### config.mk
export PLATFORM = sky130hd
export DESIGN_NAME = zynq_bridge_top
export DESIGN_NICKNAME = d
export VERILOG_FILES = /design/src/bridge_pkg.sv /design/src/credit_fifo.sv /design/src/csr_regfile.sv /design/src/host_window.sv /design/src/io_router.sv /design/src/dram_window.sv /design/src/zynq_bridge_top.sv
export VERILOG_INCLUDE_DIRS = /design/src
export SDC_FILE = /design/constraint.sdc
export NUM_CORES = 1
export LEC_CHECK = 0
export ABC_AREA = 1
export BUFFER_PORTS_ARGS = -buffer_cell sky130_fd_sc_hd__buf_4
export CELL_PAD_IN_SITES_DETAIL_PLACEMENT = 0
export CELL_PAD_IN_SITES_GLOBAL_PLACEMENT = 2
export CORE_MARGIN = 2
export CORE_UTILIZATION = 42
export CTS_CLUSTER_SIZE = 16
export DETAILED_ROUTE_END_ITERATION = 16
export PLACE_DENSITY = 0.93
export REMOVE_ABC_BUFFERS = 1
export SLEW_MARGIN = 20
export SYNTH_ARGS = -nofsm -noshare
export SYNTH_HDL_FRONTEND = slang
export SYNTH_SLANG_ARGS = --single-unit
### constraint.sdc
create_clock -name clk_i -period 7.3 [get_ports clk_i]
set_clock_uncertainty 0.2 [all_clocks]
set_input_delay 1.095 -clock clk_i [delete_from_list [all_inputs] [get_ports clk_i]]
set_output_delay 1.095 -clock clk_i [all_outputs]
set_load 0.02 [all_outputs]
### src/bridge_settings.svh
`ifndef BRIDGE_SETTINGS_SVH
`define BRIDGE_SETTINGS_SVH

// entries per credit FIFO, which is also the credit count a sender starts with
`define BRIDGE_FIFO_DEPTH 4

// core I/O writes below this address land in the host mailbox
`define BRIDGE_SPLIT_ADDR 32'h0020_0000

// core DRAM starts here, so the remap XORs it away before adding the host base
`define BRIDGE_DRAM_XOR 32'h8000_0000

// host register map, word indices
`define BRIDGE_CSR_CTRL       0
`define BRIDGE_CSR_DRAM_OK    1
`define BRIDGE_CSR_DRAM_BASE  2
`define BRIDGE_CSR_MBOX_COUNT 3
`define BRIDGE_CSR_MBOX_DATA  4
// profiler words sit at PROF0 through PROF0+3
`define BRIDGE_CSR_PROF0      5

// core address bits that pick one of the 128 profiler bits
`define BRIDGE_PROF_MSB 29
`define BRIDGE_PROF_LSB 23

`endif

### src/bridge_pkg.sv
package bridge_pkg;

   // core side or host DRAM side address
   typedef logic [31:0] addr_t;

   // the host window only sees 30 address bits
   typedef logic [29:0] host_addr_t;

   typedef logic [31:0]  data_t;
   typedef logic [7:0]   mbox_byte_t;
   typedef logic [3:0]   csr_idx_t;

   // holds 0 up to the FIFO depth of 4
   typedef logic [2:0]   credit_t;

   // one bit per DRAM region touched by the core
   typedef logic [127:0] profile_t;

   // request from the host into the core address window
   typedef struct packed {
      logic       we;
      host_addr_t addr;
      data_t      data;
   } host_req_t;

   // request on the core side, used for host forwarding and for DRAM
   typedef struct packed {
      logic  we;
      addr_t addr;
      data_t data;
   } core_req_t;

   // posted I/O write from the core
   typedef struct packed {
      addr_t addr;
      data_t data;
   } io_wr_t;

   // host register access
   typedef struct packed {
      logic     we;
      csr_idx_t idx;
      data_t    data;
   } csr_req_t;

endpackage

### src/credit_fifo.sv
`timescale 1ns/100ps

module credit_fifo
  #(parameter int data_width_p = 32
    , parameter int depth_p    = 4
    )
   (input  logic                    clk_i
    , input  logic                    reset_i
    , input  logic                    push_v_i
    , input  logic [data_width_p-1:0] push_data_i
    , input  logic                    pop_i
    , output logic                    head_v_o
    , output logic [data_width_p-1:0] head_data_o
    , output bridge_pkg::credit_t     count_o
    , output logic                    credit_o
    );

   localparam int ptr_width_lp = (depth_p > 1) ? $clog2(depth_p) : 1;

   logic [data_width_p-1:0] mem_r [depth_p];
   logic [ptr_width_lp-1:0] wptr_r;
   logic [ptr_width_lp-1:0] rptr_r;
   bridge_pkg::credit_t     count_r;
   logic                    credit_r;
   logic                    push_li;
   logic                    pop_li;

   // pointers wrap at the depth, which need not be a power of two
   function automatic logic [ptr_width_lp-1:0] ptr_inc(input logic [ptr_width_lp-1:0] ptr);
      if (ptr == ptr_width_lp'(depth_p - 1))
         return '0;
      return ptr + 1'b1;
   endfunction

   // the sender never overruns while it honours its credits
   assign push_li = push_v_i && (count_r != bridge_pkg::credit_t'(depth_p));
   assign pop_li  = pop_i && (count_r != '0);

   always_ff @(posedge clk_i) begin
      if (reset_i) begin
         wptr_r   <= '0;
         rptr_r   <= '0;
         count_r  <= '0;
         credit_r <= 1'b0;
      end else begin
         if (push_li)
            wptr_r <= ptr_inc(wptr_r);
         if (pop_li)
            rptr_r <= ptr_inc(rptr_r);
         case ({push_li, pop_li})
            2'b10:   count_r <= count_r + 1'b1;
            2'b01:   count_r <= count_r - 1'b1;
            default: count_r <= count_r;
         endcase
         // every freed entry goes back to the sender one cycle later
         credit_r <= pop_li;
      end
   end

   always_ff @(posedge clk_i) begin
      if (push_li)
         mem_r[wptr_r] <= push_data_i;
   end

   assign head_v_o    = (count_r != '0);
   assign head_data_o = mem_r[rptr_r];
   assign count_o     = count_r;
   assign credit_o    = credit_r;

endmodule

### src/csr_regfile.sv
`timescale 1ns/100ps

`include "bridge_settings.svh"

module csr_regfile
   (input  logic                   clk_i
    , input  logic                   reset_i
    , input  logic                   csr_req_v_i
    , input  bridge_pkg::csr_req_t   csr_req_i
    , output logic                   csr_rdata_v_o
    , output bridge_pkg::data_t      csr_rdata_o
    , input  logic                   mbox_v_i
    , input  bridge_pkg::mbox_byte_t mbox_byte_i
    , output logic                   mbox_credit_o
    , input  bridge_pkg::profile_t   profile_i
    , output bridge_pkg::addr_t      dram_base_o
    , output logic                   core_reset_o
    );

   bridge_pkg::data_t      ctrl_r;
   logic                   dram_ok_r;
   bridge_pkg::addr_t      dram_base_r;
   logic                   rdata_v_r;
   bridge_pkg::data_t      rdata_r;
   bridge_pkg::data_t      rdata_n;
   logic                   mbox_head_v_lo;
   bridge_pkg::mbox_byte_t mbox_head_lo;
   bridge_pkg::credit_t    mbox_count_lo;
   logic                   mbox_pop_li;
   logic                   csr_rd_li;
   logic                   csr_wr_li;

   assign csr_rd_li = csr_req_v_i && !csr_req_i.we;
   assign csr_wr_li = csr_req_v_i && csr_req_i.we;

   // reading the data word consumes one byte, an empty mailbox stays as it is
   assign mbox_pop_li = csr_rd_li && (csr_req_i.idx == `BRIDGE_CSR_MBOX_DATA) && mbox_head_v_lo;

   credit_fifo
     #(.data_width_p($bits(bridge_pkg::mbox_byte_t))
       ,.depth_p(`BRIDGE_FIFO_DEPTH)
       )
   mbox
     (.clk_i       (clk_i)
      ,.reset_i    (reset_i)
      ,.push_v_i   (mbox_v_i)
      ,.push_data_i(mbox_byte_i)
      ,.pop_i      (mbox_pop_li)
      ,.head_v_o   (mbox_head_v_lo)
      ,.head_data_o(mbox_head_lo)
      ,.count_o    (mbox_count_lo)
      ,.credit_o   (mbox_credit_o)
      );

   always_ff @(posedge clk_i) begin
      if (reset_i) begin
         ctrl_r      <= '0;
         dram_ok_r   <= 1'b0;
         dram_base_r <= '0;
      end else if (csr_wr_li) begin
         case (csr_req_i.idx)
            `BRIDGE_CSR_CTRL:      ctrl_r      <= csr_req_i.data;
            `BRIDGE_CSR_DRAM_OK:   dram_ok_r   <= csr_req_i.data[0];
            `BRIDGE_CSR_DRAM_BASE: dram_base_r <= csr_req_i.data;
            default: ;
         endcase
      end
   end

   always_comb begin
      case (csr_req_i.idx)
         `BRIDGE_CSR_CTRL:       rdata_n = ctrl_r;
         `BRIDGE_CSR_DRAM_OK:    rdata_n = bridge_pkg::data_t'(dram_ok_r);
         `BRIDGE_CSR_DRAM_BASE:  rdata_n = dram_base_r;
         `BRIDGE_CSR_MBOX_COUNT: rdata_n = bridge_pkg::data_t'(mbox_count_lo);
         `BRIDGE_CSR_MBOX_DATA:
            rdata_n = mbox_head_v_lo ? bridge_pkg::data_t'(mbox_head_lo) : '0;
         `BRIDGE_CSR_PROF0:      rdata_n = profile_i[31:0];
         `BRIDGE_CSR_PROF0 + 1:  rdata_n = profile_i[63:32];
         `BRIDGE_CSR_PROF0 + 2:  rdata_n = profile_i[95:64];
         `BRIDGE_CSR_PROF0 + 3:  rdata_n = profile_i[127:96];
         default:                rdata_n = '0;
      endcase
   end

   always_ff @(posedge clk_i) begin
      if (reset_i)
         rdata_v_r <= 1'b0;
      else
         rdata_v_r <= csr_rd_li;
   end

   always_ff @(posedge clk_i) begin
      if (csr_rd_li)
         rdata_r <= rdata_n;
   end

   assign csr_rdata_v_o = rdata_v_r;
   assign csr_rdata_o   = rdata_r;
   assign dram_base_o   = dram_base_r;

   // the core only runs once the host sets the run bit
   assign core_reset_o = reset_i || !ctrl_r[0];

endmodule

### src/host_window.sv
`timescale 1ns/100ps

`include "bridge_settings.svh"

module host_window
   (input  logic                  clk_i
    , input  logic                  reset_i
    , input  logic                  host_req_v_i
    , input  bridge_pkg::host_req_t host_req_i
    , output logic                  host_credit_o
    , output logic                  core_host_req_v_o
    , output bridge_pkg::core_req_t core_host_req_o
    , input  logic                  core_host_credit_i
    );

   bridge_pkg::host_req_t head_lo;
   logic                  head_v_lo;
   logic                  send_lo;
   bridge_pkg::credit_t   credits_r;

   credit_fifo
     #(.data_width_p($bits(bridge_pkg::host_req_t))
       ,.depth_p(`BRIDGE_FIFO_DEPTH)
       )
   fifo
     (.clk_i       (clk_i)
      ,.reset_i    (reset_i)
      ,.push_v_i   (host_req_v_i)
      ,.push_data_i(host_req_i)
      ,.pop_i      (send_lo)
      ,.head_v_o   (head_v_lo)
      ,.head_data_o(head_lo)
      ,.count_o    ()
      ,.credit_o   (host_credit_o)
      );

   assign send_lo = head_v_lo && (credits_r != '0);

   always_ff @(posedge clk_i) begin
      if (reset_i)
         credits_r <= bridge_pkg::credit_t'(`BRIDGE_FIFO_DEPTH);
      else if (send_lo && !core_host_credit_i)
         credits_r <= credits_r - 1'b1;
      else if (!send_lo && core_host_credit_i)
         credits_r <= credits_r + 1'b1;
   end

   // host 0x0xxx_xxxx maps to core DRAM at 0x8xxx_xxxx and host 0x2xxx_xxxx to core 0x0xxx_xxxx
   always_comb begin
      core_host_req_o.we   = head_lo.we;
      core_host_req_o.addr = {~head_lo.addr[29], 3'b000, head_lo.addr[27:0]};
      core_host_req_o.data = head_lo.data;
   end

   assign core_host_req_v_o = send_lo;

endmodule

### src/io_router.sv
`timescale 1ns/100ps

`include "bridge_settings.svh"

module io_router
   (input  logic                   clk_i
    , input  logic                   reset_i
    , input  logic                   core_io_req_v_i
    , input  bridge_pkg::io_wr_t     core_io_req_i
    , output logic                   core_io_credit_o
    , output logic                   mbox_v_o
    , output bridge_pkg::mbox_byte_t mbox_byte_o
    , input  logic                   mbox_credit_i
    , output logic                   periph_wr_v_o
    , output bridge_pkg::io_wr_t     periph_wr_o
    , input  logic                   periph_credit_i
    );

   bridge_pkg::io_wr_t  head_lo;
   logic                head_v_lo;
   logic                to_mbox_lo;
   logic                mbox_send_lo;
   logic                periph_send_lo;
   bridge_pkg::credit_t mbox_credits_r;
   bridge_pkg::credit_t periph_credits_r;

   credit_fifo
     #(.data_width_p($bits(bridge_pkg::io_wr_t))
       ,.depth_p(`BRIDGE_FIFO_DEPTH)
       )
   fifo
     (.clk_i       (clk_i)
      ,.reset_i    (reset_i)
      ,.push_v_i   (core_io_req_v_i)
      ,.push_data_i(core_io_req_i)
      ,.pop_i      (mbox_send_lo || periph_send_lo)
      ,.head_v_o   (head_v_lo)
      ,.head_data_o(head_lo)
      ,.count_o    ()
      ,.credit_o   (core_io_credit_o)
      );

   // only the head destination is checked, so a stalled head holds up the queue
   assign to_mbox_lo     = (head_lo.addr < bridge_pkg::addr_t'(`BRIDGE_SPLIT_ADDR));
   assign mbox_send_lo   = head_v_lo && to_mbox_lo && (mbox_credits_r != '0);
   assign periph_send_lo = head_v_lo && !to_mbox_lo && (periph_credits_r != '0);

   always_ff @(posedge clk_i) begin
      if (reset_i)
         mbox_credits_r <= bridge_pkg::credit_t'(`BRIDGE_FIFO_DEPTH);
      else if (mbox_send_lo && !mbox_credit_i)
         mbox_credits_r <= mbox_credits_r - 1'b1;
      else if (!mbox_send_lo && mbox_credit_i)
         mbox_credits_r <= mbox_credits_r + 1'b1;
   end

   always_ff @(posedge clk_i) begin
      if (reset_i)
         periph_credits_r <= bridge_pkg::credit_t'(`BRIDGE_FIFO_DEPTH);
      else if (periph_send_lo && !periph_credit_i)
         periph_credits_r <= periph_credits_r - 1'b1;
      else if (!periph_send_lo && periph_credit_i)
         periph_credits_r <= periph_credits_r + 1'b1;
   end

   // the mailbox carries a byte stream, so only the low byte is kept
   assign mbox_v_o      = mbox_send_lo;
   assign mbox_byte_o   = head_lo.data[7:0];
   assign periph_wr_v_o = periph_send_lo;
   assign periph_wr_o   = head_lo;

endmodule

### src/dram_window.sv
`timescale 1ns/100ps

`include "bridge_settings.svh"

module dram_window
   (input  logic                  clk_i
    , input  logic                  reset_i
    , input  logic                  core_reset_i
    , input  logic                  core_dram_req_v_i
    , input  bridge_pkg::core_req_t core_dram_req_i
    , output logic                  core_dram_credit_o
    , input  bridge_pkg::addr_t     dram_base_i
    , output logic                  dram_req_v_o
    , output bridge_pkg::core_req_t dram_req_o
    , input  logic                  dram_credit_i
    , output bridge_pkg::profile_t  profile_o
    );

   bridge_pkg::core_req_t                       head_lo;
   logic                                        head_v_lo;
   logic                                        send_lo;
   bridge_pkg::credit_t                         credits_r;
   bridge_pkg::profile_t                        profile_r;
   logic [`BRIDGE_PROF_MSB-`BRIDGE_PROF_LSB:0]  prof_idx_li;

   credit_fifo
     #(.data_width_p($bits(bridge_pkg::core_req_t))
       ,.depth_p(`BRIDGE_FIFO_DEPTH)
       )
   fifo
     (.clk_i       (clk_i)
      ,.reset_i    (reset_i)
      ,.push_v_i   (core_dram_req_v_i)
      ,.push_data_i(core_dram_req_i)
      ,.pop_i      (send_lo)
      ,.head_v_o   (head_v_lo)
      ,.head_data_o(head_lo)
      ,.count_o    ()
      ,.credit_o   (core_dram_credit_o)
      );

   assign send_lo = head_v_lo && (credits_r != '0);

   always_ff @(posedge clk_i) begin
      if (reset_i)
         credits_r <= bridge_pkg::credit_t'(`BRIDGE_FIFO_DEPTH);
      else if (send_lo && !dram_credit_i)
         credits_r <= credits_r - 1'b1;
      else if (!send_lo && dram_credit_i)
         credits_r <= credits_r + 1'b1;
   end

   // strip the core DRAM base, then place the request in the host allocated region
   always_comb begin
      dram_req_o.we   = head_lo.we;
      dram_req_o.addr = (head_lo.addr ^ bridge_pkg::addr_t'(`BRIDGE_DRAM_XOR)) + dram_base_i;
      dram_req_o.data = head_lo.data;
   end

   assign dram_req_v_o = send_lo;

   // each bit covers an 8 MB region of core address space
   assign prof_idx_li = core_dram_req_i.addr[`BRIDGE_PROF_MSB:`BRIDGE_PROF_LSB];

   always_ff @(posedge clk_i) begin
      if (reset_i || core_reset_i)
         profile_r <= '0;
      else if (core_dram_req_v_i)
         profile_r <= profile_r | (bridge_pkg::profile_t'(1) << prof_idx_li);
   end

   assign profile_o = profile_r;

endmodule

### src/zynq_bridge_top.sv
`timescale 1ns/100ps

module zynq_bridge_top
   (input  logic                  clk_i
    , input  logic                  reset_i

    // host register port
    , input  logic                  csr_req_v_i
    , input  bridge_pkg::csr_req_t  csr_req_i
    , output logic                  csr_rdata_v_o
    , output bridge_pkg::data_t     csr_rdata_o
    , output logic                  core_reset_o

    // host window into the core
    , input  logic                  host_req_v_i
    , input  bridge_pkg::host_req_t host_req_i
    , output logic                  host_credit_o
    , output logic                  core_host_req_v_o
    , output bridge_pkg::core_req_t core_host_req_o
    , input  logic                  core_host_credit_i

    // core I/O writes
    , input  logic                  core_io_req_v_i
    , input  bridge_pkg::io_wr_t    core_io_req_i
    , output logic                  core_io_credit_o
    , output logic                  periph_wr_v_o
    , output bridge_pkg::io_wr_t    periph_wr_o
    , input  logic                  periph_credit_i

    // core DRAM requests
    , input  logic                  core_dram_req_v_i
    , input  bridge_pkg::core_req_t core_dram_req_i
    , output logic                  core_dram_credit_o
    , output logic                  dram_req_v_o
    , output bridge_pkg::core_req_t dram_req_o
    , input  logic                  dram_credit_i
    );

   logic                   mbox_v_lo;
   bridge_pkg::mbox_byte_t mbox_byte_lo;
   logic                   mbox_credit_lo;
   bridge_pkg::profile_t   profile_lo;
   bridge_pkg::addr_t      dram_base_lo;

   csr_regfile csr
     (.clk_i(clk_i), .reset_i(reset_i)
      ,.csr_req_v_i(csr_req_v_i), .csr_req_i(csr_req_i)
      ,.csr_rdata_v_o(csr_rdata_v_o), .csr_rdata_o(csr_rdata_o)
      ,.mbox_v_i(mbox_v_lo), .mbox_byte_i(mbox_byte_lo), .mbox_credit_o(mbox_credit_lo)
      ,.profile_i(profile_lo), .dram_base_o(dram_base_lo), .core_reset_o(core_reset_o)
      );

   host_window host
     (.clk_i(clk_i), .reset_i(reset_i)
      ,.host_req_v_i(host_req_v_i), .host_req_i(host_req_i), .host_credit_o(host_credit_o)
      ,.core_host_req_v_o(core_host_req_v_o), .core_host_req_o(core_host_req_o)
      ,.core_host_credit_i(core_host_credit_i)
      );

   io_router io
     (.clk_i(clk_i), .reset_i(reset_i)
      ,.core_io_req_v_i(core_io_req_v_i), .core_io_req_i(core_io_req_i)
      ,.core_io_credit_o(core_io_credit_o)
      ,.mbox_v_o(mbox_v_lo), .mbox_byte_o(mbox_byte_lo), .mbox_credit_i(mbox_credit_lo)
      ,.periph_wr_v_o(periph_wr_v_o), .periph_wr_o(periph_wr_o)
      ,.periph_credit_i(periph_credit_i)
      );

   dram_window dram
     (.clk_i(clk_i), .reset_i(reset_i), .core_reset_i(core_reset_o)
      ,.core_dram_req_v_i(core_dram_req_v_i), .core_dram_req_i(core_dram_req_i)
      ,.core_dram_credit_o(core_dram_credit_o), .dram_base_i(dram_base_lo)
      ,.dram_req_v_o(dram_req_v_o), .dram_req_o(dram_req_o), .dram_credit_i(dram_credit_i)
      ,.profile_o(profile_lo)
      );

endmodule

=== Yosys cells after proc, flatten, opt, wreduce, memory -nomap -nowiden ===
Memory sizes are Yosys's and may differ from the RTL's. A register that Yosys moved wholly into a read port is not among the register bits.
Index checks and enable logic that the tools add are counted.

* Reduce and logical (&&, ||, !) cells: 60
* Bitwise logic cells: 3
* Shift operators: 1
* Equal/unequal tests: 28
* Add/subtract/negate cells: 25
* Order comparisons: 1
* Muxes and demuxes: 70

{| class="wikitable"
|+ Operators with widths
! cell !! number
|-
| 32-bit case mux with 9 select lines || 1
|-
| 128-bit OR || 1
|-
| 1-bit by 7-bit left shift with 128-bit output, first input constant || 1
|-
| 2-bit 2-to-1 mux || 24
|-
| 32-bit adder || 1
|-
| 32-bit by 22-bit < comparator with 1-bit output, second input constant || 1
|-
| 1-bit 2-to-1 mux || 32
|-
| 1-bit logical AND || 26
|-
| 3-bit by 1-bit adder with 3-bit output, second input constant || 8
|-
| 2-bit == test, second input constant || 12
|-
| 3-bit 2-to-1 mux || 8
|-
| 3-bit case mux with 2 select lines || 4
|-
| 3-bit nonzero test || 8
|-
| 3-bit by 1-bit subtractor with 3-bit output, second input constant || 8
|-
| 2-bit by 1-bit adder with 2-bit output, second input constant || 8
|-
| 4-bit by 3-bit == test with 1-bit output, second input constant || 4
|-
| 2-bit nonzero test || 8
|-
| 3-bit inequality test, second input constant || 4
|-
| 1-bit zero test || 11
|-
| 2-bit by 1-bit == test with 1-bit output, second input constant || 4
|-
| 4-bit by 2-bit == test with 1-bit output, second input constant || 2
|-
| 8-bit 2-to-1 mux || 1
|-
| 2-bit AND reduction || 3
|-
| 4-bit by 1-bit == test with 1-bit output, second input constant || 1
|-
| 4 further kinds || 7
|}

* Logic and storage cells: 218
* Memory bits (writable): 800
* Output and inout port bits: 234
* Memories kept: 4
* Register bits: 270
* Bits of input ports: 238

{| class="wikitable"
|+ Memories
! name !! words !! bits a word !! rd ports !! clocked after memory_dff !! write ports !! RTL line !! source
|-
| dram.fifo.mem_r || 4 || 65 || 1 || 1 || 1 || credit_fifo.sv:20 || <nowiki>logic [data_width_p-1:0] mem_r [depth_p];</nowiki>
|-
| io.fifo.mem_r || 4 || 64 || 1 || 1 || 1 || credit_fifo.sv:20 ||
|-
| host.fifo.mem_r || 4 || 63 || 1 || 1 || 1 || credit_fifo.sv:20 ||
|-
| csr.mbox.mem_r || 4 || 8 || 1 || 1 || 1 || credit_fifo.sv:20 ||
|}

=== Longest topological paths before layout ===
Gate-level depths: netlist of the first run.

* Word-level depth: 11
* Depth in mapped cells: 18

=== Cells and area by module ===
From an unflattened synthesis of the first run, not the netlist that was laid out.

* Cells, all modules: 4285
* Area, all modules: 45531.2 um^2

{| class="wikitable"
|+ Modules (own cells, without submodules)
! module !! area an instance (um^2) !! times used !! cells each !! seq. area each (um^2)
|-
| credit_fifo (dram.fifo) || 10472.5 || 1 || 701 || 8007.7
|-
| credit_fifo (host.fifo) || 10134.7 || 1 || 681 || 7767.4
|-
| credit_fifo (io.fifo) || 10022.1 || 1 || 691 || 7887.6
|-
| dram_window || 7160.6 || 1 || 1143 || 2622.5
|-
| csr_regfile || 5326.4 || 1 || 817 || 2282.2
|-
| credit_fifo (csr.mbox) || 1715.4 || 1 || 148 || 1161.1
|-
| io_router || 486.7 || 1 || 74 || 120.1
|-
| host_window || 212.7 || 1 || 30 || 60.1
|}

=== Worst setup path before layout of the first run ===
Ideal clock, no wire load.

* Path kind: input -> register
* Start: in core_dram_req_v_i
* End: mem dram.fifo.mem_r[0][0] (netlist name), enable pin
* Path buffers: 0
* Required time: 6611 ps
* Path slack: 2392 ps
* Data arrival time: 4219 ps
* Stages: 4
* Cells stage by stage: inv_1 -> a31oi_1 -> clkinv_1 -> nor2_1

* Cells in the longest elaborated chain, start to end: 3

{| class="wikitable"
|+ RTL lines
! element !! RTL line !! source
|-
| start: declaration || zynq_bridge_top.sv:31 || <nowiki>, input logic core_dram_req_v_i</nowiki>
|-
| 1-bit logical AND || credit_fifo.sv:36 || <nowiki>assign push_li = push_v_i && (count_r != bridge_pkg::credit_t'(depth_p));</nowiki>
|-
| 1-bit 2-to-1 mux || credit_fifo.sv:61 || <nowiki>if (push_li)</nowiki>
|-
| 1-bit 2-to-1 mux (implied by the code) || credit_fifo.sv:62 || <nowiki>mem_r[wptr_r] <= push_data_i;</nowiki>
|-
| end: declaration || credit_fifo.sv:20 ||
|}

No other way between the ends.

==> results.txt, run 1 <==
Status -> complete, no violations
Max Cap Violations -> 0
Worst hold slack -> 0.248 ns
Comb power frac -> 31.8%
CP dominant cell by count -> nand2_1
Post-synth EDFFs -> 828
Row Count -> 117
RSZ-0062 raised after global routing -> false
Final hold violations -> 0
Sw frac -> 34.8%
Top delay family on crit path -> buffers and inverters
Largest net degree at the start of global routing -> 103
Area contributors post-synth -> edfxtp_1 58%, dfxtp_1 11%, o21ai_0 5.5%, nor2_1 5.0%, a21oi_1 3.4%
Setup TNS -> 0 ns
Total CTS buffers -> 110
R2R cell count -> 16
Most instantiated cells after synthesis -> 828 x edfxtp_1, 568 x nor2_1, 474 x o21ai_0
Slew HR -> 29.1%
Cells after Synth -> 3812
Clock transition at path regs -> 0.06 ns
Worst Path Arrival -> 4.81 ns
Peak VDD IR -> 0.000291 V
Depth of the CTS H-tree -> 3
Drc violations -> 0
Initial antenna violation count -> 20
HP Class -> flop to flop
Nets -> 4534
Yosys reg bits -> 1074
All-Layer GR Usage -> 21.0%
Synth-to-Final Area Change -> 19.9%
Leakage -> 18.3 nW
Hold wc startpoint -> dram.profile_o[15]
Internal power -> 12.4 mW
Non-filler cells, final -> 5700
Worst Hold Path Cells -> 2
Mean post-synth cell area -> 11.3 um^2
Clock Latency Late Sink -> 0.70 ns
Placed cells -> 5484
Worst EP required -> 6.00 ns
Clock power share -> 29.4%
Crit-path slowest cell -> o21ai_0
Layout fillers -> 9089
Post_cts resized -> 0
Gpl congestion -> 0.895
Max-slew violations -> 0
Total core area -> 102000 um^2
First-pass DRT Iterations -> 5
Die width -> 324 um
Post-CTS Hold Buffers -> 0
Clock sink count -> 1074
NetSw -> 6.62 mW
Root Driver -> clkbuf_16
Final setup viols -> 0
Crit path max fanout -> 49
Synth top area share -> 57.9%
Fin crit period -> 6.11 ns
Sequential share of power -> 38.8%
Library cells used by synthesis -> 48
Chip height -> 324 um
WS Path Type -> flop to output port
Vias in the first global route -> 28200
Worst Path Buf+Inv -> 3
Yosys warns -> 0
Longest Clk Path Bufs -> 3
Cell with the most instances after synthesis -> edfxtp_1
Routed WL -> 112000 um
Syn Std Cell Area -> 42900 um^2
Worst path cell trace -> clkinv_2 -> buf_4 -> nor2_1 -> o22ai_1 -> ha_1 -> nand2_1 -> nor2_1 -> nand2_1 -> o21ai_0 -> nand3_1 -> nand2_1 -> nand2_1 -> nand2_1 -> buf_4
CP Launch Type -> flop
Total chip power -> 19.0 mW
Wire length per cell -> 19.7 um
Worst Setup End Kind -> output port
CTS tree -> built
Post-CTS Setup Repair Bufs -> 0
Detailed Route Iter0 Violations -> 2078
Post-synthesis sequential area ratio -> 69.4%
Max Fclk -> 164 MHz
Routed Antenna Nets -> 0
Slowest cell delay on critical path -> 0.67 ns
Die footprint -> 105000 um^2
Grt total ovfl -> 0
Share of flip-flops with an asynchronous set or reset -> 0%
Port Buffer Count -> 467
Top_reg_cell synth -> edfxtp_1
Detail-routed via count per cell -> 5.18
Vias -> 29500
Final core utilization -> 50.7%
Crit share post-route -> 83.7%
Cell taking the most area after synthesis -> edfxtp_1
CP Depth -> 14
I/O Pins -> 472
Worst slew pin tran -> 1.06 ns
Power Density -> 370 nW/um^2
Share of cells above drive strength 1 -> 16.5%
HPWL Detailed -> 70500 um
Initial Utilization -> 42.2%
First-pass GRT wire length -> 167000 um
-- per-stage QoR --
stage,worst slack (ns),cell area (um^2)
after floorplan,-0.137,42100
after global placement,1.90,47800
after detailed placement,1.90,47800
after CTS,1.13,51400
after global routing,0.733,51400
final,1.19,51500
-- worst reg2reg max path, cell delays in order, from the launching register on --
cell and delay [ns]:
dfxtp_2 0.31, buf_4 0.57, clkinv_1 0.75, nand3_1 0.26, nand2_1 0.17, nand2_1 0.12, nor2_2 0.05, nand3_1 0.07
nand2_2 0.09, nand2_2 0.09, ha_1 0.14, inv_1 0.06, fa_1 0.37, a21oi_1 0.14, o21ai_0 0.11, o21ai_0 0.16
a21oi_1 0.05
-- path summary, 6_finish.rpt --
check	endpoint	slack, ns
max reg2reg	io.fifo.count_o[2]	3.46
max	dram_req_o[63]	1.19
min	dram.profile_o[15]	0.25
min reg2reg	dram.profile_o[15]	0.25
-- metal layers --
layer / share of wire, % / track usage (%) / wire (um) / vias to the layer above
met5: 0.088 / 0 / 99 / -
met4: 3.4 / 8.00 / 3820 / 14
met3: 8.7 / 7.08 / 9720 / 182
met2: 47 / 33.9 / 52900 / 812
met1: 41 / 26.1 / 45700 / 14200
li1: - / - / - / 14300
-- power groups by stage --
stage               clock (mW)  combinational (mW)  sequential [mW]
floorplan                    0                3.30             7.66
global placement             0                6.04             7.51
detailed placement           0                6.08             7.52
CTS                       5.71                6.10             7.39
global route              5.96                6.59             7.44
finish                    5.59                6.05             7.39
-- flip-flops by register name, indices dropped and copies added (netlist names), 3 cells and up, named ones only --
name	flops
dram.profile_o	128
host.fifo.count_o	3
io.mbox_credits_r	3
dram.credits_r	3
csr.dram_base_o	32
host.fifo.mem_r	248
io.fifo.mem_r	256
csr.mbox.mem_r	32
host.credits_r	3
dram.fifo.count_o	3
csr.mbox.count_o	3
csr.ctrl_r	32
io.fifo.count_o	3
io.periph_credits_r	3
dram.fifo.mem_r	260
csr.csr_rdata_o	32
-- logic make-up after synthesis --
family / Yosys count / share of synthesized area (%)
DFF: 1074 / 69.4
and+or+nand+nor: 1072 / 9.87
AOI/OAI and AO/OA: 1064 / 13.6
buffers and inverters: 514 / 4.59
adders and majority gates: 68 / 2.14
xor gates and xnor gates: 19 / 0.388
other: 1 / 0.00874
-- placed cells by master, fill, tap and decap left out, types with 4 or more instances in the layout --
cell / n
nor3_1: 10
buf_4: 509
o22ai_1: 223
o21ai_0: 474
a221oi_1: 16
nand2_1: 379
clkbuf_8: 8
clkinv_2: 19
o2111ai_1: 9
nor2_1: 554
a211oi_1: 4
dfxtp_1: 240
diode_2: 13
clkinv_1: 22
clkinvlp_4: 4
xor2_1: 14
nand3_1: 80
xnor2_1: 5
inv_1: 295
bufinv_16: 10
inv_6: 4
inv_2: 5
o211ai_1: 13
nand2_2: 5
a21oi_1: 294
nor4_1: 4
nor2_4: 14
nand4_1: 14
clkbuf_1: 23
fa_1: 9
o21bai_1: 7
edfxtp_1: 828
clkbuf_16: 112
ha_1: 59
-- cell type report --
| class | count | area (um^2) | area share, % |
|---|---|---|---|
| timing repair buffer | 509 | 3820 | 7.43 |
| inverter | 307 | 1150 | 2.24 |
| clock buffer | 143 | 3000 | 5.83 |
| multi-input combinational | 2226 | 11300 | 21.9 |
| sequential | 1074 | 29800 | 57.9 |
| clock inverter | 60 | 653 | 1.27 |
| tap | 1368 | 1710 | 3.33 |
| antenna | 13 | 32.5 | 0.0632 |
Power figures use the tool's default switching activity.
==> inputs of run 2 (changes only) <==
--- a/config.mk
+++ b/config.mk
@@ -6,7 +6,7 @@
 export SDC_FILE = /design/constraint.sdc
 export NUM_CORES = 1
 export LEC_CHECK = 0
-export ABC_AREA = 1
+export ABC_AREA = 0
 export BUFFER_PORTS_ARGS = -buffer_cell sky130_fd_sc_hd__buf_4
 export CELL_PAD_IN_SITES_DETAIL_PLACEMENT = 0
 export CELL_PAD_IN_SITES_GLOBAL_PLACEMENT = 2
@@ -14,7 +14,7 @@
 export CORE_UTILIZATION = 42
 export CTS_CLUSTER_SIZE = 16
 export DETAILED_ROUTE_END_ITERATION = 16
-export PLACE_DENSITY = 0.93
+export PLACE_DENSITY = 0.86
 export REMOVE_ABC_BUFFERS = 1
 export SLEW_MARGIN = 20
 export SYNTH_ARGS = -nofsm -noshare
==> constraint.sdc (replaced) <==
create_clock -name clk_i -period 5.8 [get_ports clk_i]
set_clock_uncertainty 0.2 [all_clocks]
set_input_delay 0.87 -clock clk_i [delete_from_list [all_inputs] [get_ports clk_i]]
set_output_delay 0.87 -clock clk_i [all_outputs]
set_load 0.02 [all_outputs]
==> run 2 against run 1 <==
- combinational power is 3% lower
- critical path type unchanged
- highest routed layer unchanged
- sequential power is 27% higher
- worst setup slack worse by 0.84 ns
- sequential share of layout area rose by 2.0 points
- die area shrank 3.8%
- largest power group unchanged
==> results.txt, run 2 <==
Status -> complete, no violations
Syn Std Cell Area -> 41300 um^2
Top Registers -> dram.fifo.mem_r (260), io.fifo.mem_r (256), host.fifo.mem_r (248)
Die footprint -> 101000 um^2
Post-route setup slack -> 0.353 ns
Total CTS buffers -> 108
Setup TNS -> 0 ns
Max reg flops -> 260
Detail-routed via count per cell -> 5.45
Worst slew pin tran -> 1.14 ns
Final instance area -> 49700 um^2
CP dominant cell by count -> buf_4
Mux contribution to synthesized area -> 11.2%
Compound-Gate Fraction of Synth Area -> 6.10%
Vias in the first global route -> 24700
Most common cell after layout, fill and taps aside -> edfxtp_1
Routed Antenna Nets -> 0
Crit share post-route -> 93.9%
Yosys reg bits -> 1074
Clock transition at path regs -> 0.06 ns
Worst Path Arrival -> 4.38 ns
Root Driver -> clkbuf_16
Library cells used by synthesis -> 63
Footprint of the multi-input gates -> 10900 um^2
Leakage -> 16.8 nW
Detailed Route Iter0 Violations -> 2081
Depth of the CTS H-tree -> 3
Power Density -> 441 nW/um^2
Worst EP required -> 4.73 ns
Gpl congestion -> 0.829
Chip height -> 318 um
Peak VDD IR -> 0.000319 V
Row Count -> 114
Max Cap Violations -> 0
Placed cells -> 4189
Post-synth EDFFs -> 828
HP Class -> input pin to flop
Vias -> 23900
Initial Utilization -> 42.6%
Post-placement cell area -> 46300 um^2
Worst hold slack -> 0.177 ns
Initial antenna violation count -> 13
Port Buffer Count -> 467
Post-synthesis sequential area ratio -> 72.2%
Worst Path Buf+Inv -> 2
WS Path Type -> flop to output port
Clock Latency Late Sink -> 0.69 ns
Drc violations -> 0
CTS tree -> built
Max-slew violations -> 0
Yosys warns -> 0
All-Layer GR Usage -> 19.9%
Synth-to-Final Area Change -> 20.4%
FF-to-FF setup slack -> 1.83 ns
RSZ-0062 raised after global routing -> false
Share of flip-flops with an asynchronous set or reset -> 0%
Post-Synth Simple-Gate Area -> 5.68%
Longest Clk Path Bufs -> 3
Slowest cell delay on critical path -> 0.52 ns
I/O Pins -> 472
Fin crit period -> 5.45 ns
Commonest non-fill, non-tap cells in the layout -> 828 x edfxtp_1, 503 x buf_4, 243 x a21oi_1
First-pass DRT Iterations -> 5
Total chip power -> 21.9 mW
Cells after Synth -> 2535
Clock sink count -> 1074
Max Fclk -> 184 MHz
Slew HR -> 23.5%
Grt total ovfl -> 0
Wire length per cell -> 23.2 um
HPWL Detailed -> 67000 um
Top delay family on crit path -> compound AO/OA/AOI/OAI gates
Cell with the most instances after synthesis -> edfxtp_1
Crit path max fanout -> 18
Crit-path slowest cell -> dfxtp_4
Routed WL -> 102000 um
First-pass GRT wire length -> 153000 um
Worst Setup End Kind -> output port
Final hold violations -> 0
Synth top area share -> 60.2%
Largest net degree at the start of global routing -> 82
Pre-CTS setup slack -> 0.884 ns
Largest Register -> dram.fifo.mem_r
Cell taking the most area after synthesis -> edfxtp_1
Worst path cell trace -> buf_4 -> mux4_2 -> ha_1 -> nand4_1 -> or3_1 -> a211oi_1 -> o21ai_0 -> o21a_1 -> o22ai_1 -> xnor2_1 -> buf_4
Post-CTS Hold Buffers -> 0
Nets -> 3330
Most instantiated cells after synthesis -> 828 x edfxtp_1, 246 x dfxtp_1, 243 x a21oi_1
Final setup viols -> 0
Mean post-synth cell area -> 16.3 um^2
Total core area -> 97000 um^2
Top_reg_cell synth -> edfxtp_1
Area contributors post-synth -> edfxtp_1 60%, dfxtp_1 12%, mux4_2 11%, a21oi_1 2.9%, nor2_1 1.9%
Layout fillers -> 7889
Final core utilization -> 51.3%
Non-filler cells, final -> 4390
Sequential Area -> 29800 um^2
CP Launch Type -> flop
Adder-Cell Fraction of Synth Area -> 2.22%
Die width -> 318 um
Share of cells above drive strength 1 -> 28.7%
Largest family of logic cells by synthesized area -> multiplexers
Post-Synth XOR/XNOR Area -> 0.934%
-- run 2: changes by cell type after synthesis, moves of 16 or more --
cell	change
nand2_1	-201
nor2_1	-360
o21ai_0	-441
o22ai_1	-222
clkbuf_1	-96
mux4_2	+193
buf_1	+28
a22oi_1	+86
nand3_1	-46
xnor2_1	+16
inv_1	-247
a21oi_1	-51
-- run 2: worst reg2reg max path, delay by kind of cell (launching register included) --
family / cells / cell delay, ns
AND/OR/NAND/NOR: 4 / 1.24
adder cells (fa/ha/maj): 2 / 0.58
XOR/XNOR: 1 / 0.16
AO/OA/AOI/OAI: 1 / 0.14
buffers and inverters: 1 / 0.06
flip-flops: 1 / 0.73
multiplexers: 1 / 0.73
-- run 2: cell type report --
class / count / share of cell area [%]
antenna: 8 / 0.0403
multi-input combinational: 1284 / 21.9
tap: 1276 / 3.21
inverter: 52 / 0.393
clock buffer: 143 / 5.94
sequential: 1074 / 60.0
clock inverter: 49 / 0.851
timing repair buffer: 504 / 7.65
-- run 2: cells by family after synthesis --
logic type               Yosys count
adder cells (fa/ha/maj)           68
multiplexers                     211
flip-flops                      1074
other                              1
buffers and inverters            179
AND/OR/NAND/NOR                  534
AO/OA/AOI/OAI                    424
XOR/XNOR                          44
-- run 2: power by group --
part	leakage, nW	internal [mW]	switching (mW)
Combinational	5.59	2.62	3.25
Sequential	9.59	8.96	0.440
Clock	1.65	3.76	2.88
-- run 2: repair_timing --
| action | CTS | global route |
|---|---|---|
| buffers inserted | 0 | 1 |
| gates resized for setup | 0 | 2 |
| endpoints found under the setup margin | 0 | 5 |
-- run 2: path summary, 6_finish.rpt --
check                                    startpoint                endpoint  depth (start not counted)
worst max-delay path                           flop          dram_req_o[63]                         11
worst min-delay path            core_dram_req_i[41]  dram.fifo.mem_r[2][41]                          1
worst min register to register       csr.ctrl_r[12]          csr.ctrl_r[12]                          2
worst max register to register                 flop    io.mbox_credits_r[2]                         10
-- run 2: per-layer routing --
| metal | global-route usage, % | up-vias | share of wire (%) |
|---|---|---|---|
| li1 | - | 10800 | - |
| met3 | 5.81 | 177 | 8.2 |
| met4 | 7.03 | 12 | 3.0 |
| met5 | 0 | - | 0.070 |
| met1 | 25.2 | 12100 | 40 |
| met2 | 32.6 | 830 | 49 |
